### config.mk
export PLATFORM = sky130hd
export DESIGN_NAME = tic_tac_toe_top
export DESIGN_NICKNAME = d
export VERILOG_FILES = /design/src/verilog/ttt_pkg.sv /design/src/verilog/line_checker.sv /design/src/verilog/board_store.sv /design/src/verilog/game_timer.sv /design/src/verilog/game_fsm.sv /design/src/verilog/tic_tac_toe_top.sv
export SDC_FILE = /design/constraint.sdc
export NUM_CORES = 1
export LEC_CHECK = 0
export BUFFER_PORTS_ARGS = -buffer_cell sky130_fd_sc_hd__buf_2
export CAP_MARGIN = 20
export CELL_PAD_IN_SITES_DETAIL_PLACEMENT = 2
export CELL_PAD_IN_SITES_GLOBAL_PLACEMENT = 2
export CORE_MARGIN = 3
export CORE_UTILIZATION = 37
export DETAILED_ROUTE_END_ITERATION = 8
export HOLD_SLACK_MARGIN = 0.15
export PLACE_DENSITY = 0.94
export REMOVE_ABC_BUFFERS = 1
export SETUP_SLACK_MARGIN = 0.2
export SYNTH_ARGS = -nofsm -noshare
export SYNTH_HDL_FRONTEND = slang
export SYNTH_SLANG_ARGS = --single-unit
### constraint.sdc
create_clock -name clk -period 3.5 [get_ports clk]
set_clock_uncertainty 0.05 [all_clocks]
set_input_delay 0.35 -clock clk [delete_from_list [all_inputs] [get_ports clk]]
set_output_delay 0.35 -clock clk [all_outputs]
set_load 0.01 [all_outputs]
### src/verilog/ttt_pkg.sv
`default_nettype none

// shared types for the tic-tac-toe engine, referenced everywhere as ttt_pkg::name
package ttt_pkg;

	// the board is a 3x3 grid, numbered row by row from the top left
	localparam int CELL_COUNT = 9;

	// cell index as it arrives on the move channel
	// values 9 to 15 do not name a cell and are refused
	typedef logic [3:0] cell_idx_t;

	// one bit per cell, bit n is cell n
	typedef logic [CELL_COUNT-1:0] cell_mask_t;

	// whose turn it is, or who owns something
	typedef enum logic [1:0] {
		NONE = 2'd0,
		X    = 2'd1,
		O    = 2'd2
	} player_t;

	// occupancy of the board, one mask per player
	typedef struct packed {
		cell_mask_t x_cells;
		cell_mask_t o_cells;
	} board_t;

	// what the line checker found on the current board
	typedef struct packed {
		logic x_line;
		logic o_line;
		logic full;
	} line_result_t;

	// outcome of the game so far
	typedef enum logic [1:0] {
		IN_PLAY = 2'd0,
		X_WINS  = 2'd1,
		O_WINS  = 2'd2,
		DRAW    = 2'd3
	} game_result_t;

	// elapsed play time as four BCD digits, mm:ss
	typedef struct packed {
		logic [3:0] min_tens;
		logic [3:0] min_ones;
		logic [3:0] sec_tens;
		logic [3:0] sec_ones;
	} bcd_time_t;

	// everything the outside sees about the game apart from the board
	typedef struct packed {
		game_result_t result;
		player_t      turn;
		bcd_time_t    elapsed;
	} game_status_t;

endpackage

`default_nettype wire

### src/verilog/line_checker.sv
`timescale 1ns/1ps
`default_nettype none

// purely combinational look at the board
// it answers three questions: does X hold a line, does O hold a line, is every cell taken
module line_checker (
	input  wire ttt_pkg::board_t       board,
	output ttt_pkg::line_result_t      lines
);

	// the eight winning lines as cell masks
	// rows first, then columns, then the two diagonals
	localparam logic [7:0][ttt_pkg::CELL_COUNT-1:0] WIN_LINES = {
		9'b001_010_100,
		9'b100_010_001,
		9'b100_100_100,
		9'b010_010_010,
		9'b001_001_001,
		9'b111_000_000,
		9'b000_111_000,
		9'b000_000_111
	};

	// union of both players, used for the full-board test
	ttt_pkg::cell_mask_t taken;

	// true when the given mask covers at least one complete line
	// the same test serves both players
	function automatic logic holds_line(input ttt_pkg::cell_mask_t mask);
		logic hit;
		hit = 1'b0;
		for (int i = 0; i < 8; i++)
		begin
			// every cell of the line must be present in the mask
			if ((mask & WIN_LINES[i]) == WIN_LINES[i])
				hit = 1'b1;
		end
		return hit;
	endfunction

	assign taken = board.x_cells | board.o_cells;

	always_comb
	begin
		lines.x_line = holds_line(board.x_cells);
		lines.o_line = holds_line(board.o_cells);
		// the board is full once no cell is left empty
		lines.full = &taken;
	end

endmodule

`default_nettype wire

### src/verilog/board_store.sv
`timescale 1ns/1ps
`default_nettype none

// holds the two occupancy masks and answers whether the requested cell is free
// the legality decision itself is made in the FSM and this block only reports and writes
module board_store (
	input  wire                        clk,
	input  wire                        reset,
	input  wire                        new_game,
	input  wire ttt_pkg::cell_idx_t    move_cell,
	input  wire                        write_en,
	input  wire ttt_pkg::player_t      write_player,
	output logic                       cell_free,
	output ttt_pkg::board_t            board
);

	// occupancy padded out to the whole index range
	// indices 9 to 15 read as taken so they can never be free
	logic [15:0] occupied_ext;
	// one-hot select of the requested cell, all zero for indices past the board
	ttt_pkg::cell_mask_t cell_sel;

	assign occupied_ext = {7'h7f, board.x_cells | board.o_cells};
	assign cell_sel = ttt_pkg::cell_mask_t'(1) << move_cell;

	// a cell is free when it exists and nobody has played it yet
	assign cell_free = !occupied_ext[move_cell];

	always_ff @(posedge clk)
	begin
		if (reset || new_game)
		begin
			// a fresh game starts from an empty board
			board <= '0;
		end
		else if (write_en)
		begin
			// the mover's mask gains the selected cell
			case (write_player)
				ttt_pkg::X: board.x_cells <= board.x_cells | cell_sel;
				ttt_pkg::O: board.o_cells <= board.o_cells | cell_sel;
				default:
				begin
					// no owner, nothing to write
					board <= board;
				end
			endcase
		end
	end

	// a cell can belong to one player only
	// this guards the handshake between FSM legality and the write here
	a_masks_disjoint: assert property (
		@(posedge clk) disable iff (reset)
		(board.x_cells & board.o_cells) == '0
	);

endmodule

`default_nettype wire

### src/verilog/game_timer.sv
`timescale 1ns/1ps
`default_nettype none

// elapsed play time counter
// a cycle divider makes one tick per second, the tick advances a four digit BCD clock
module game_timer #(
	parameter int TICKS_PER_SECOND = 50_000_000
) (
	input  wire                        clk,
	input  wire                        reset,
	input  wire                        timer_clear,
	input  wire                        timer_run,
	output ttt_pkg::bcd_time_t         elapsed
);

	// divider width, kept at least one bit for a divisor of one
	localparam int DIV_W = (TICKS_PER_SECOND > 1) ? $clog2(TICKS_PER_SECOND) : 1;

	// running cycles seen since the last tick
	logic [DIV_W-1:0] div_count;
	// one cycle pulse on every TICKS_PER_SECOND-th running cycle
	logic tick;
	// elapsed has reached 99:59 and must not move further
	logic at_limit;

	assign tick = timer_run && (div_count == DIV_W'(TICKS_PER_SECOND - 1));

	assign at_limit = (elapsed.min_tens == 4'd9) && (elapsed.min_ones == 4'd9) &&
		(elapsed.sec_tens == 4'd5) && (elapsed.sec_ones == 4'd9);

	// the divider only counts while the game is running
	// so a paused game keeps its partial second
	always_ff @(posedge clk)
	begin
		if (reset || timer_clear)
			div_count <= '0;
		else if (tick)
			div_count <= '0;
		else if (timer_run)
			div_count <= div_count + 1'b1;
	end

	// BCD advance with a carry chain through the four digits
	always_ff @(posedge clk)
	begin
		if (reset || timer_clear)
		begin
			elapsed <= '0;
		end
		else if (tick && !at_limit)
		begin
			if (elapsed.sec_ones != 4'd9)
			begin
				elapsed.sec_ones <= elapsed.sec_ones + 4'd1;
			end
			else
			begin
				// seconds ones wrap and carry into the tens
				elapsed.sec_ones <= 4'd0;
				if (elapsed.sec_tens != 4'd5)
				begin
					elapsed.sec_tens <= elapsed.sec_tens + 4'd1;
				end
				else
				begin
					// a full minute has passed
					elapsed.sec_tens <= 4'd0;
					if (elapsed.min_ones != 4'd9)
					begin
						elapsed.min_ones <= elapsed.min_ones + 4'd1;
					end
					else
					begin
						// at_limit keeps min_tens from going past 9
						elapsed.min_ones <= 4'd0;
						elapsed.min_tens <= elapsed.min_tens + 4'd1;
					end
				end
			end
		end
	end

	// every digit stays a legal BCD value for its position
	a_bcd_digits_valid: assert property (
		@(posedge clk) disable iff (reset)
		(elapsed.sec_ones <= 4'd9) && (elapsed.sec_tens <= 4'd5) &&
		(elapsed.min_ones <= 4'd9) && (elapsed.min_tens <= 4'd9)
	);

endmodule

`default_nettype wire

### src/verilog/game_fsm.sv
`timescale 1ns/1ps
`default_nettype none

// turn and result control
// owns the move handshake and is the one place where a move is judged legal
module game_fsm (
	input  wire                        clk,
	input  wire                        reset,
	input  wire                        new_game,
	input  wire                        move_valid,
	input  wire ttt_pkg::cell_idx_t    move_cell,
	input  wire                        cell_free,
	input  wire ttt_pkg::line_result_t lines,
	output logic                       move_ready,
	output logic                       illegal_move,
	output logic                       write_en,
	output ttt_pkg::player_t           write_player,
	output ttt_pkg::game_result_t      result,
	output ttt_pkg::player_t           turn,
	output logic                       timer_run,
	output logic                       timer_clear
);

	// await a move, check the board one cycle after a write, or sit out a finished game
	typedef enum logic [1:0] {
		AWAIT_MOVE = 2'd0,
		CHECK      = 2'd1,
		GAME_OVER  = 2'd2
	} state_t;

	state_t state;
	// a move transfers on this cycle
	logic handshake;

	// moves are only taken while waiting for one
	// the check cycle and a finished game both hold ready low
	assign move_ready = (state == AWAIT_MOVE);
	assign handshake = move_valid && move_ready;

	// a transferred move is written only when the cell is free
	assign write_en = handshake && cell_free;
	assign write_player = turn;

	// the clock runs as long as nobody has won and the board is not drawn
	assign timer_run = (result == ttt_pkg::IN_PLAY);
	assign timer_clear = new_game;

	always_ff @(posedge clk)
	begin
		if (reset || new_game)
		begin
			// X always opens
			state        <= AWAIT_MOVE;
			turn         <= ttt_pkg::X;
			result       <= ttt_pkg::IN_PLAY;
			illegal_move <= 1'b0;
		end
		else
		begin
			// a refused move is flagged for exactly the cycle after it was taken
			illegal_move <= handshake && !cell_free;
			case (state)
				AWAIT_MOVE:
				begin
					// the turn stays put on a refused move
					if (write_en)
						state <= CHECK;
				end
				CHECK:
				begin
					// board now shows the new cell, rank the outcomes
					if (lines.x_line)
					begin
						result <= ttt_pkg::X_WINS;
						state  <= GAME_OVER;
					end
					else if (lines.o_line)
					begin
						result <= ttt_pkg::O_WINS;
						state  <= GAME_OVER;
					end
					else if (lines.full)
					begin
						result <= ttt_pkg::DRAW;
						state  <= GAME_OVER;
					end
					else
					begin
						// play goes on with the other player
						turn  <= (turn == ttt_pkg::X) ? ttt_pkg::O : ttt_pkg::X;
						state <= AWAIT_MOVE;
					end
				end
				GAME_OVER:
				begin
					// only new_game or reset leaves this state
					state <= GAME_OVER;
				end
				default:
				begin
					state <= AWAIT_MOVE;
				end
			endcase
		end
	end

	// a write only ever targets a cell that exists on the board
	a_write_in_range: assert property (
		@(posedge clk) disable iff (reset)
		write_en |-> (move_cell < 4'(ttt_pkg::CELL_COUNT))
	) else $error("write to invalid cell %0d", move_cell);

endmodule

`default_nettype wire

### src/verilog/tic_tac_toe_top.sv
`timescale 1ns/1ps
`default_nettype none

// tic-tac-toe engine
// moves come in on a valid/ready channel, the board and status go out as packed structs
module tic_tac_toe_top #(
	parameter int TICKS_PER_SECOND = 50_000_000
) (
	input  wire                        clk,
	input  wire                        reset,
	input  wire                        new_game,
	input  wire                        move_valid,
	input  wire ttt_pkg::cell_idx_t    move_cell,
	output logic                       move_ready,
	output logic                       illegal_move,
	output ttt_pkg::board_t            board,
	output ttt_pkg::game_status_t      status
);

	// FSM to board
	logic                  write_en;
	ttt_pkg::player_t      write_player;
	// board to FSM
	logic                  cell_free;
	// checker to FSM
	ttt_pkg::line_result_t lines;
	// FSM to timer
	logic                  timer_run;
	logic                  timer_clear;
	// pieces of the status word
	ttt_pkg::game_result_t result;
	ttt_pkg::player_t      turn;
	ttt_pkg::bcd_time_t    elapsed;

	game_fsm u_game_fsm (
		.clk          (clk),
		.reset        (reset),
		.new_game     (new_game),
		.move_valid   (move_valid),
		.move_cell    (move_cell),
		.cell_free    (cell_free),
		.lines        (lines),
		.move_ready   (move_ready),
		.illegal_move (illegal_move),
		.write_en     (write_en),
		.write_player (write_player),
		.result       (result),
		.turn         (turn),
		.timer_run    (timer_run),
		.timer_clear  (timer_clear)
	);

	board_store u_board_store (
		.clk          (clk),
		.reset        (reset),
		.new_game     (new_game),
		.move_cell    (move_cell),
		.write_en     (write_en),
		.write_player (write_player),
		.cell_free    (cell_free),
		.board        (board)
	);

	line_checker u_line_checker (
		.board (board),
		.lines (lines)
	);

	// the divisor comes from here so a testbench can shrink a second
	game_timer #(
		.TICKS_PER_SECOND (TICKS_PER_SECOND)
	) u_game_timer (
		.clk         (clk),
		.reset       (reset),
		.timer_clear (timer_clear),
		.timer_run   (timer_run),
		.elapsed     (elapsed)
	);

	// status gathers the outcome and turn from the FSM with the timer value
	assign status = '{result: result, turn: turn, elapsed: elapsed};

endmodule

`default_nettype wire

==> run metrics, run 1 <==
area of the core=0.00881 mm²; Reg clk slew, reported paths=0.08 ns; Setup Fix Bufs, Post-CTS=0; Mapped Area=0.00338 mm²; TritonCTS Buffers=9; I/O pin cnt=48; initial antenna violation count=0; Critical Path Start Type=flip-flop; commonest non-fill, non-tap cells in the layout=dfxtp_1, nor2_1, buf_2; vias in the first global route=3,492; DR iter-0 viols=124; Post-DRT Antenna Nets=0; CTS tree=done; Pwr Density=394 mW/mm²; row count=34; post-route clock period utilization=74.7%; CP endpoint kind=flip-flop; Die Y=102 µm; crit-path max cell delay=0.67 ns; Netlist cell types=58; largest net degree at the start of global routing=34; worst path bufs/invs=0; part of the Yosys area used for sequential elements=39.7%; WL final=11,400 µm; number of synthesized flops with an enable pin=0; GRT busiest layer=met2; CTS Root Cell=clkbuf_8; CP cell instances=nand3_1 > nor4_1 > nand3_1 > nand2_1 > nor2_1; critical path's most frequent cell=nand3_1; Slew headroom=34.0%; layout cells sized above 1=18.5%; Synth warnings=0; Fin Setup TNS=0 ns; crit path max-delay cell type=nand2_1; Die X-Extent=102 µm; Hold Path Class=primary input to flip-flop; clock sink count=67; Initial DRT Pass Iterations=4; Gate Count Post-Synth=397; top post-synthesis cells by area=dfxtp_1, nor2_1, nand2_1; clock insertion delay at the later pin of the skew report=0.35 ns; Max Fclk=383 MHz; Worst EP arrival=2.75 ns; port buffer count=47; number of diodes=0; fin nets=451; Crit Path Category=flip-flop to flip-flop; worst-margin pin slew=0.981 ns; filler instances=1,000; Initial Utilization=38.4%; Static Leak=0.00144 µW; # Max-Cap Violations=0; CTS resizes=0; post-cts hold buffer count=0; delay-heaviest family, CP=simple AND/OR/NAND/NOR gates; Max IR drop VDD=0.000162 V; via count=3,227; drc violations=0; H-tree depth=3; M1 GR Usage=27.0%; register bit total from synthesis=67; async set-or-reset flop fraction in the synthesized netlist=0%; via density per instance=5.85; grt total ovfl=0; met2 Use GR=42.6%; RSZ-0062 raised after global routing=false; outcome=complete, no violations; DP HPWL=7900 µm; final-report hold violation count=0; hold_ws=0.223 ns; minimum clock period after layout=2.61 ns; fin. max-slew vios=0; crit-path max FO=24; endpoints failing setup=0; post-synth top area cell=dfxtp_1; Synth top area share=39.7%; first-pass GRT wire length=18,600 µm; met3 global-route usage=3.24%; RD Place Congestion=0.849; Post-synth top flop=dfxtp_1; clock tree buffer depth=2; leading cell type in the layout, fill and taps excluded=dfxtp_1; syn avg cell area=8.51 µm²; Worst EP required=3.64 ns; Global Route Usage Sum=23.0%; WL per Instance=20.7 µm; P&R area growth vs syn=15.5%; total die area=0.0103 mm²
[synthesized netlist by cell type (2+ instances only)]
master,instances
dfxtp_1,67
nor2_1,52
nand2_1,44
nand3_1,20
o31ai_1,17
xor2_1,14
xnor2_1,13
nand4_1,12
clkbuf_1,11
mux2i_1,11
o21ai_0,11
nor4_1,10
inv_1,9
a21oi_1,8
and3_1,7
nand3b_1,7
nor3_1,7
a22o_1,6
nand2b_1,5
a22oi_1,4
buf_2,4
nor3b_1,4
and4_1,3
ha_1,3
nor2b_1,3
o22ai_1,3
or3_1,3
or4_1,3
a31o_2,2
a32o_1,2
nor4b_1,2
nor4bb_1,2
or2_2,2
or4bb_2,2
[metrics by stage]
stage / cells / setup slack [ns] / total power, µW / util, % / cell area (µm²)
global placement: 537 / 1.15 / 840 / 41.9 / 3690
floorplan: 379 / 1.07 / 815 / - / 3290
global route: 552 / 0.634 / 1590 / 44.3 / 3900
detailed placement: 537 / 0.970 / 844 / 41.9 / 3690
CTS: 552 / 0.832 / 1550 / 44.3 / 3900
finish: 552 / 0.886 / 1540 / 44.3 / 3900
[per-layer routing]
layer  routed length (µm)  part of all wire (%)
met5                    0                     0
met4                  192                   1.7
met3                  377                   3.3
met2                 6020                    53
met1                 4840                    42
[state kept, by name (all words and copies together) (netlist names)]
name / flops
u_game_timer.div_count: 26
u_board_store.board: 18
u_game_timer.elapsed: 16
u_game_fsm.result: 2
u_game_fsm.state: 2
u_game_fsm.turn: 2
u_game_fsm.illegal_move: 1
[final cells by class]
type                       count  area (µm²)  share of cell area [%]
clock buffer                  14         183                    4.68
clock inverter                 1        30.0                   0.769
inverter                       9        33.8                   0.866
multi-input combinational    303        1920                    49.2
sequential                    67        1340                    34.4
tap                          108         135                    3.46
timing repair buffer          50         258                    6.60
[worst register-to-register path: cells and delay by family, from the launching register on]
family	cells	cell delay (ns)
flip-flops	1	0.43
AND/OR/NAND/NOR	5	1.98
[power breakdown]
part           internal (µW)  total [µW]  switching (µW)
sequential               764         768            3.11
clock                    404         709             305
combinational           16.8        59.4            42.7
[cell families (layout without fill, tap and decap cells)]
| kind of cell | Yosys count | in the layout | share of synthesized area, % |
|---|---|---|---|
| simple gates | 201 | 201 | 32.3 |
| fa+ha+maj | 3 | 3 | 1.11 |
| xor+xnor | 27 | 27 | 7.00 |
| buf+inv | 27 | 74 | 3.48 |
| compound gates | 60 | 60 | 12.4 |
| mux | 12 | 12 | 3.93 |
| flops | 67 | 67 | 39.7 |
[path summary, 6_finish.rpt]
kind	start	endpoint	slack (ns)	cells after the start
worst max-delay path	u_game_timer.div_count[4]	u_game_timer.div_count[22]	0.89	5
worst min-delay path	move_valid	u_game_fsm.illegal_move	0.22	3
worst max register to register	u_game_timer.div_count[4]	u_game_timer.div_count[22]	0.89	5
worst min register to register	u_game_fsm.state[1]	u_game_fsm.state[1]	0.45	2
Power figures use the tool's default switching activity.
==> run 2, diff against run 1 <==
--- a/config.mk
+++ b/config.mk
@@ -10,10 +10,10 @@
 export CELL_PAD_IN_SITES_DETAIL_PLACEMENT = 2
 export CELL_PAD_IN_SITES_GLOBAL_PLACEMENT = 2
 export CORE_MARGIN = 3
-export CORE_UTILIZATION = 37
+export CORE_UTILIZATION = 31
 export DETAILED_ROUTE_END_ITERATION = 8
 export HOLD_SLACK_MARGIN = 0.15
-export PLACE_DENSITY = 0.94
+export PLACE_DENSITY = 0.85
 export REMOVE_ABC_BUFFERS = 1
 export SETUP_SLACK_MARGIN = 0.2
 export SYNTH_ARGS = -nofsm -noshare
==> constraint.sdc (replaced) <==
create_clock -name clk -period 2.4 [get_ports clk]
set_clock_uncertainty 0.05 [all_clocks]
set_input_delay 0.24 -clock clk [delete_from_list [all_inputs] [get_ports clk]]
set_output_delay 0.24 -clock clk [all_outputs]
set_load 0.01 [all_outputs]
==> run 2 against run 1 <==
Against the previous run:
- utilization is 5.5 points lower
- fmax increased by 23%
- via count rose by 0.99%
- global-route usage fell by 4.2 points
- highest routed layer unchanged
- flip-flop and latch count stayed put
- non-clock buffer count up 17
- largest power group unchanged
- first-iteration DRC count grew 25%
- clock power rose by 17%
- die area is 18% higher
- worst setup slack lost 0.62 ns
==> run metrics, run 2 (same netlist as run 1, synthesis figures left out) <==
outcome=complete, no violations; final-report hold violation count=0 (unchanged); post-placement cell count=577 (+7.4%); NetSw=504 µW (+44%); crit path max-delay cell type=or4_1; worst-margin pin slew=0.594 ns (-0.387 ns); GRT busiest layer=met2; crit-path max cell delay=0.52 ns (-0.15 ns); CP endpoint kind=flip-flop; WL per Instance=17.9 µm (-13%); finished layout cell area=0.00407 mm² (+4.2%); P&R area growth vs syn=20.4%; drc violations=0 (unchanged); Reg clk slew, reported paths=0.07 ns (about the same); Die Y=110 µm (+8.7%); worst setup path endpoint=u_game_timer.elapsed[14]; endpoints failing setup=0 (unchanged); RD Place Congestion=0.788 (-7.3%); reg2reg setup slack=0.27 ns (-0.62 ns); largest net degree at the start of global routing=34 (unchanged); grt total ovfl=0 (unchanged); post-route clock period utilization=88.9% (+14 points); via count=3,259 (+0.99%); max reg flops=26 (unchanged); first-pass GRT wire length=17,800 µm (-4.0%); non-filler cells, final=597 (+8.2%); Clock power frac=40.6% (-5.6 points); row count=37 (+8.8%); Tot Pwr=2050 µW (+33%); fin nets=468 (+3.8%); CTS tree=done; WL final=10,700 µm (-6.3%); layout cells sized above 1=23.2% (+4.7 points); H-tree depth=3 (unchanged); via density per instance=5.46 (-6.6%); leading cell type in the layout, fill and taps excluded=dfxtp_1; clock insertion delay at the later pin of the skew report=0.36 ns (about the same); Static Leak=0.00151 µW (+5.0%); filler instances=1,229 (+23%); Die X-Extent=110 µm (+8.7%); Initial DRT Pass Iterations=4 (unchanged); met2 Use GR=32.5% (-10 points); TritonCTS Buffers=9 (unchanged); Worst EP required=2.61 ns (-1.03 ns); Hold Crit Depth=3 (unchanged); CTS Root Cell=clkbuf_8; commonest non-fill, non-tap cells in the layout=dfxtp_1, nor2_1, buf_2; Most flops, register=u_game_timer.div_count; Max IR drop VDD=0.000289 V (+79%); Max Fclk=469 MHz (+23%); sequential power share=54.7% (+4.7 points); clock tree buffer depth=2 (unchanged); Crit Path Category=flip-flop to flip-flop; crit-path max FO=5 (-79%); Seq. cell area=0.00135 mm² (+0.65%); sw frac=24.6% (+1.8 points); total die area=0.0122 mm² (+18%); DP Area=0.00383 mm² (+3.7%); area of the core=0.0105 mm² (+19%); DR iter-0 viols=155 (+25%); RR Endpoint=u_game_timer.elapsed[14]; port buffer count=47 (unchanged); DP HPWL=7690 µm (-2.6%); clock sink count=67 (unchanged); Global Route Usage Sum=18.9% (-4.2 points); Fin Setup TNS=0 ns (unchanged); Critical Path Start Type=flip-flop; Post-DRT Antenna Nets=0 (unchanged); vias in the first global route=3,479 (-0.37%); RSZ-0062 raised after global routing=false; # Max-Cap Violations=0 (unchanged); Hold Path Class=primary input to flip-flop; Initial Utilization=32.3% (-6.1 points); Worst EP arrival=2.34 ns (-0.41 ns); Reg2Reg Launch Point=u_game_timer.div_count[24]; minimum clock period after layout=2.13 ns (-0.480 ns); met3 global-route usage=4.37% (+1.1 points); multi-input logic area=0.00194 mm² (+1.2%); Comb power frac=4.7% (+0.8 points); Register-to-Register Path Depth=5 (unchanged); Pwr Density=503 mW/mm² (+28%); Largest regs=u_game_timer.div_count (26), u_board_store.board (18), u_game_timer.elapsed (16); I/O pin cnt=48 (unchanged); fin util=38.9% (-5.5 points); number of diodes=0 (unchanged); Cell Int Power=1540 µW (+30%); Slew headroom=60.0% (+26 points); fin. max-slew vios=0 (unchanged); M1 GR Usage=23.0% (-4.0 points); CP cell instances=or4_1 > or4_4 > and4bb_4 > a21oi_1 > a31o_2; initial antenna violation count=0 (unchanged); Worst Setup SP=u_game_timer.div_count[24]
[run 2: changes by cell type in the layout (fill, tap and decap cells not counted), sizes merged]
cell and delta:
clkbuf -2, bufinv -1, dlygate4sd3 +4, buf +13
clkinv +3
[run 2: worst max-delay path: cells and delay by family (launching register included)]
kind,cells,cell delay (ns)
AO/OA/AOI/OAI,2,0.29
flip-flops,1,0.35
AND/OR/NAND/NOR,3,1.35
[run 2: cell type report]
class / count / area share, %
clock buffers: 12 / 3.57
clock inverters: 3 / 0.369
inverters: 9 / 0.831
multi-input cells: 303 / 47.8
flip-flops and latches: 67 / 33.2
well taps: 136 / 4.18
repair buffers: 67 / 10.0
[run 2: metal layers]
layer / vias to the layer above / share of wire (%)
li1: 1554 / -
met2: 56 / 51
met4: 0 / 1.3
met3: 13 / 3.0
met5: - / 0
met1: 1636 / 45
[run 2: power groups by stage]
stage	registers (µW)	logic, µW	clock network (µW)
final	1120	95.4	831
after global routing	1120	106	914
after CTS	1120	94.8	866
after detailed placement	1150	89.1	0
after global placement	1140	86.3	0
after floorplan	1140	43.7	0
[run 2: stage by stage]
| stage | hold slack [ns] | setup slack [ns] |
|---|---|---|
| floorplan | 0.321 | 0.0760 |
| global placement | 0.424 | 0.233 |
| detailed placement | 0.441 | 0.128 |
| CTS | 0.202 | 0.194 |
| global route | 0.220 | 0.208 |
| finish | 0.205 | 0.266 |
[run 2: worst min-delay path by stage]
stage	start	endpoint	slack, ns
final	move_cell[3]	u_game_fsm.illegal_move	0.20
after global routing	move_cell[2]	u_board_store.board[13]	0.22
after CTS	move_cell[2]	u_board_store.board[14]	0.20
after detailed placement	u_game_timer.elapsed[15]	u_game_timer.elapsed[15]	0.44
after global placement	u_game_fsm.state[1]	u_game_fsm.state[1]	0.42
after floorplan	move_valid	u_game_fsm.illegal_move	0.32
[run 2: timing repair]
item,in CTS,in global routing
setup endpoints to repair,4,31
endpoints found under the hold margin,6,0
cloned,0,0
resized for setup,5,10
hold buffers,4,0
pin swaps,1,2
setup buffers,1,0
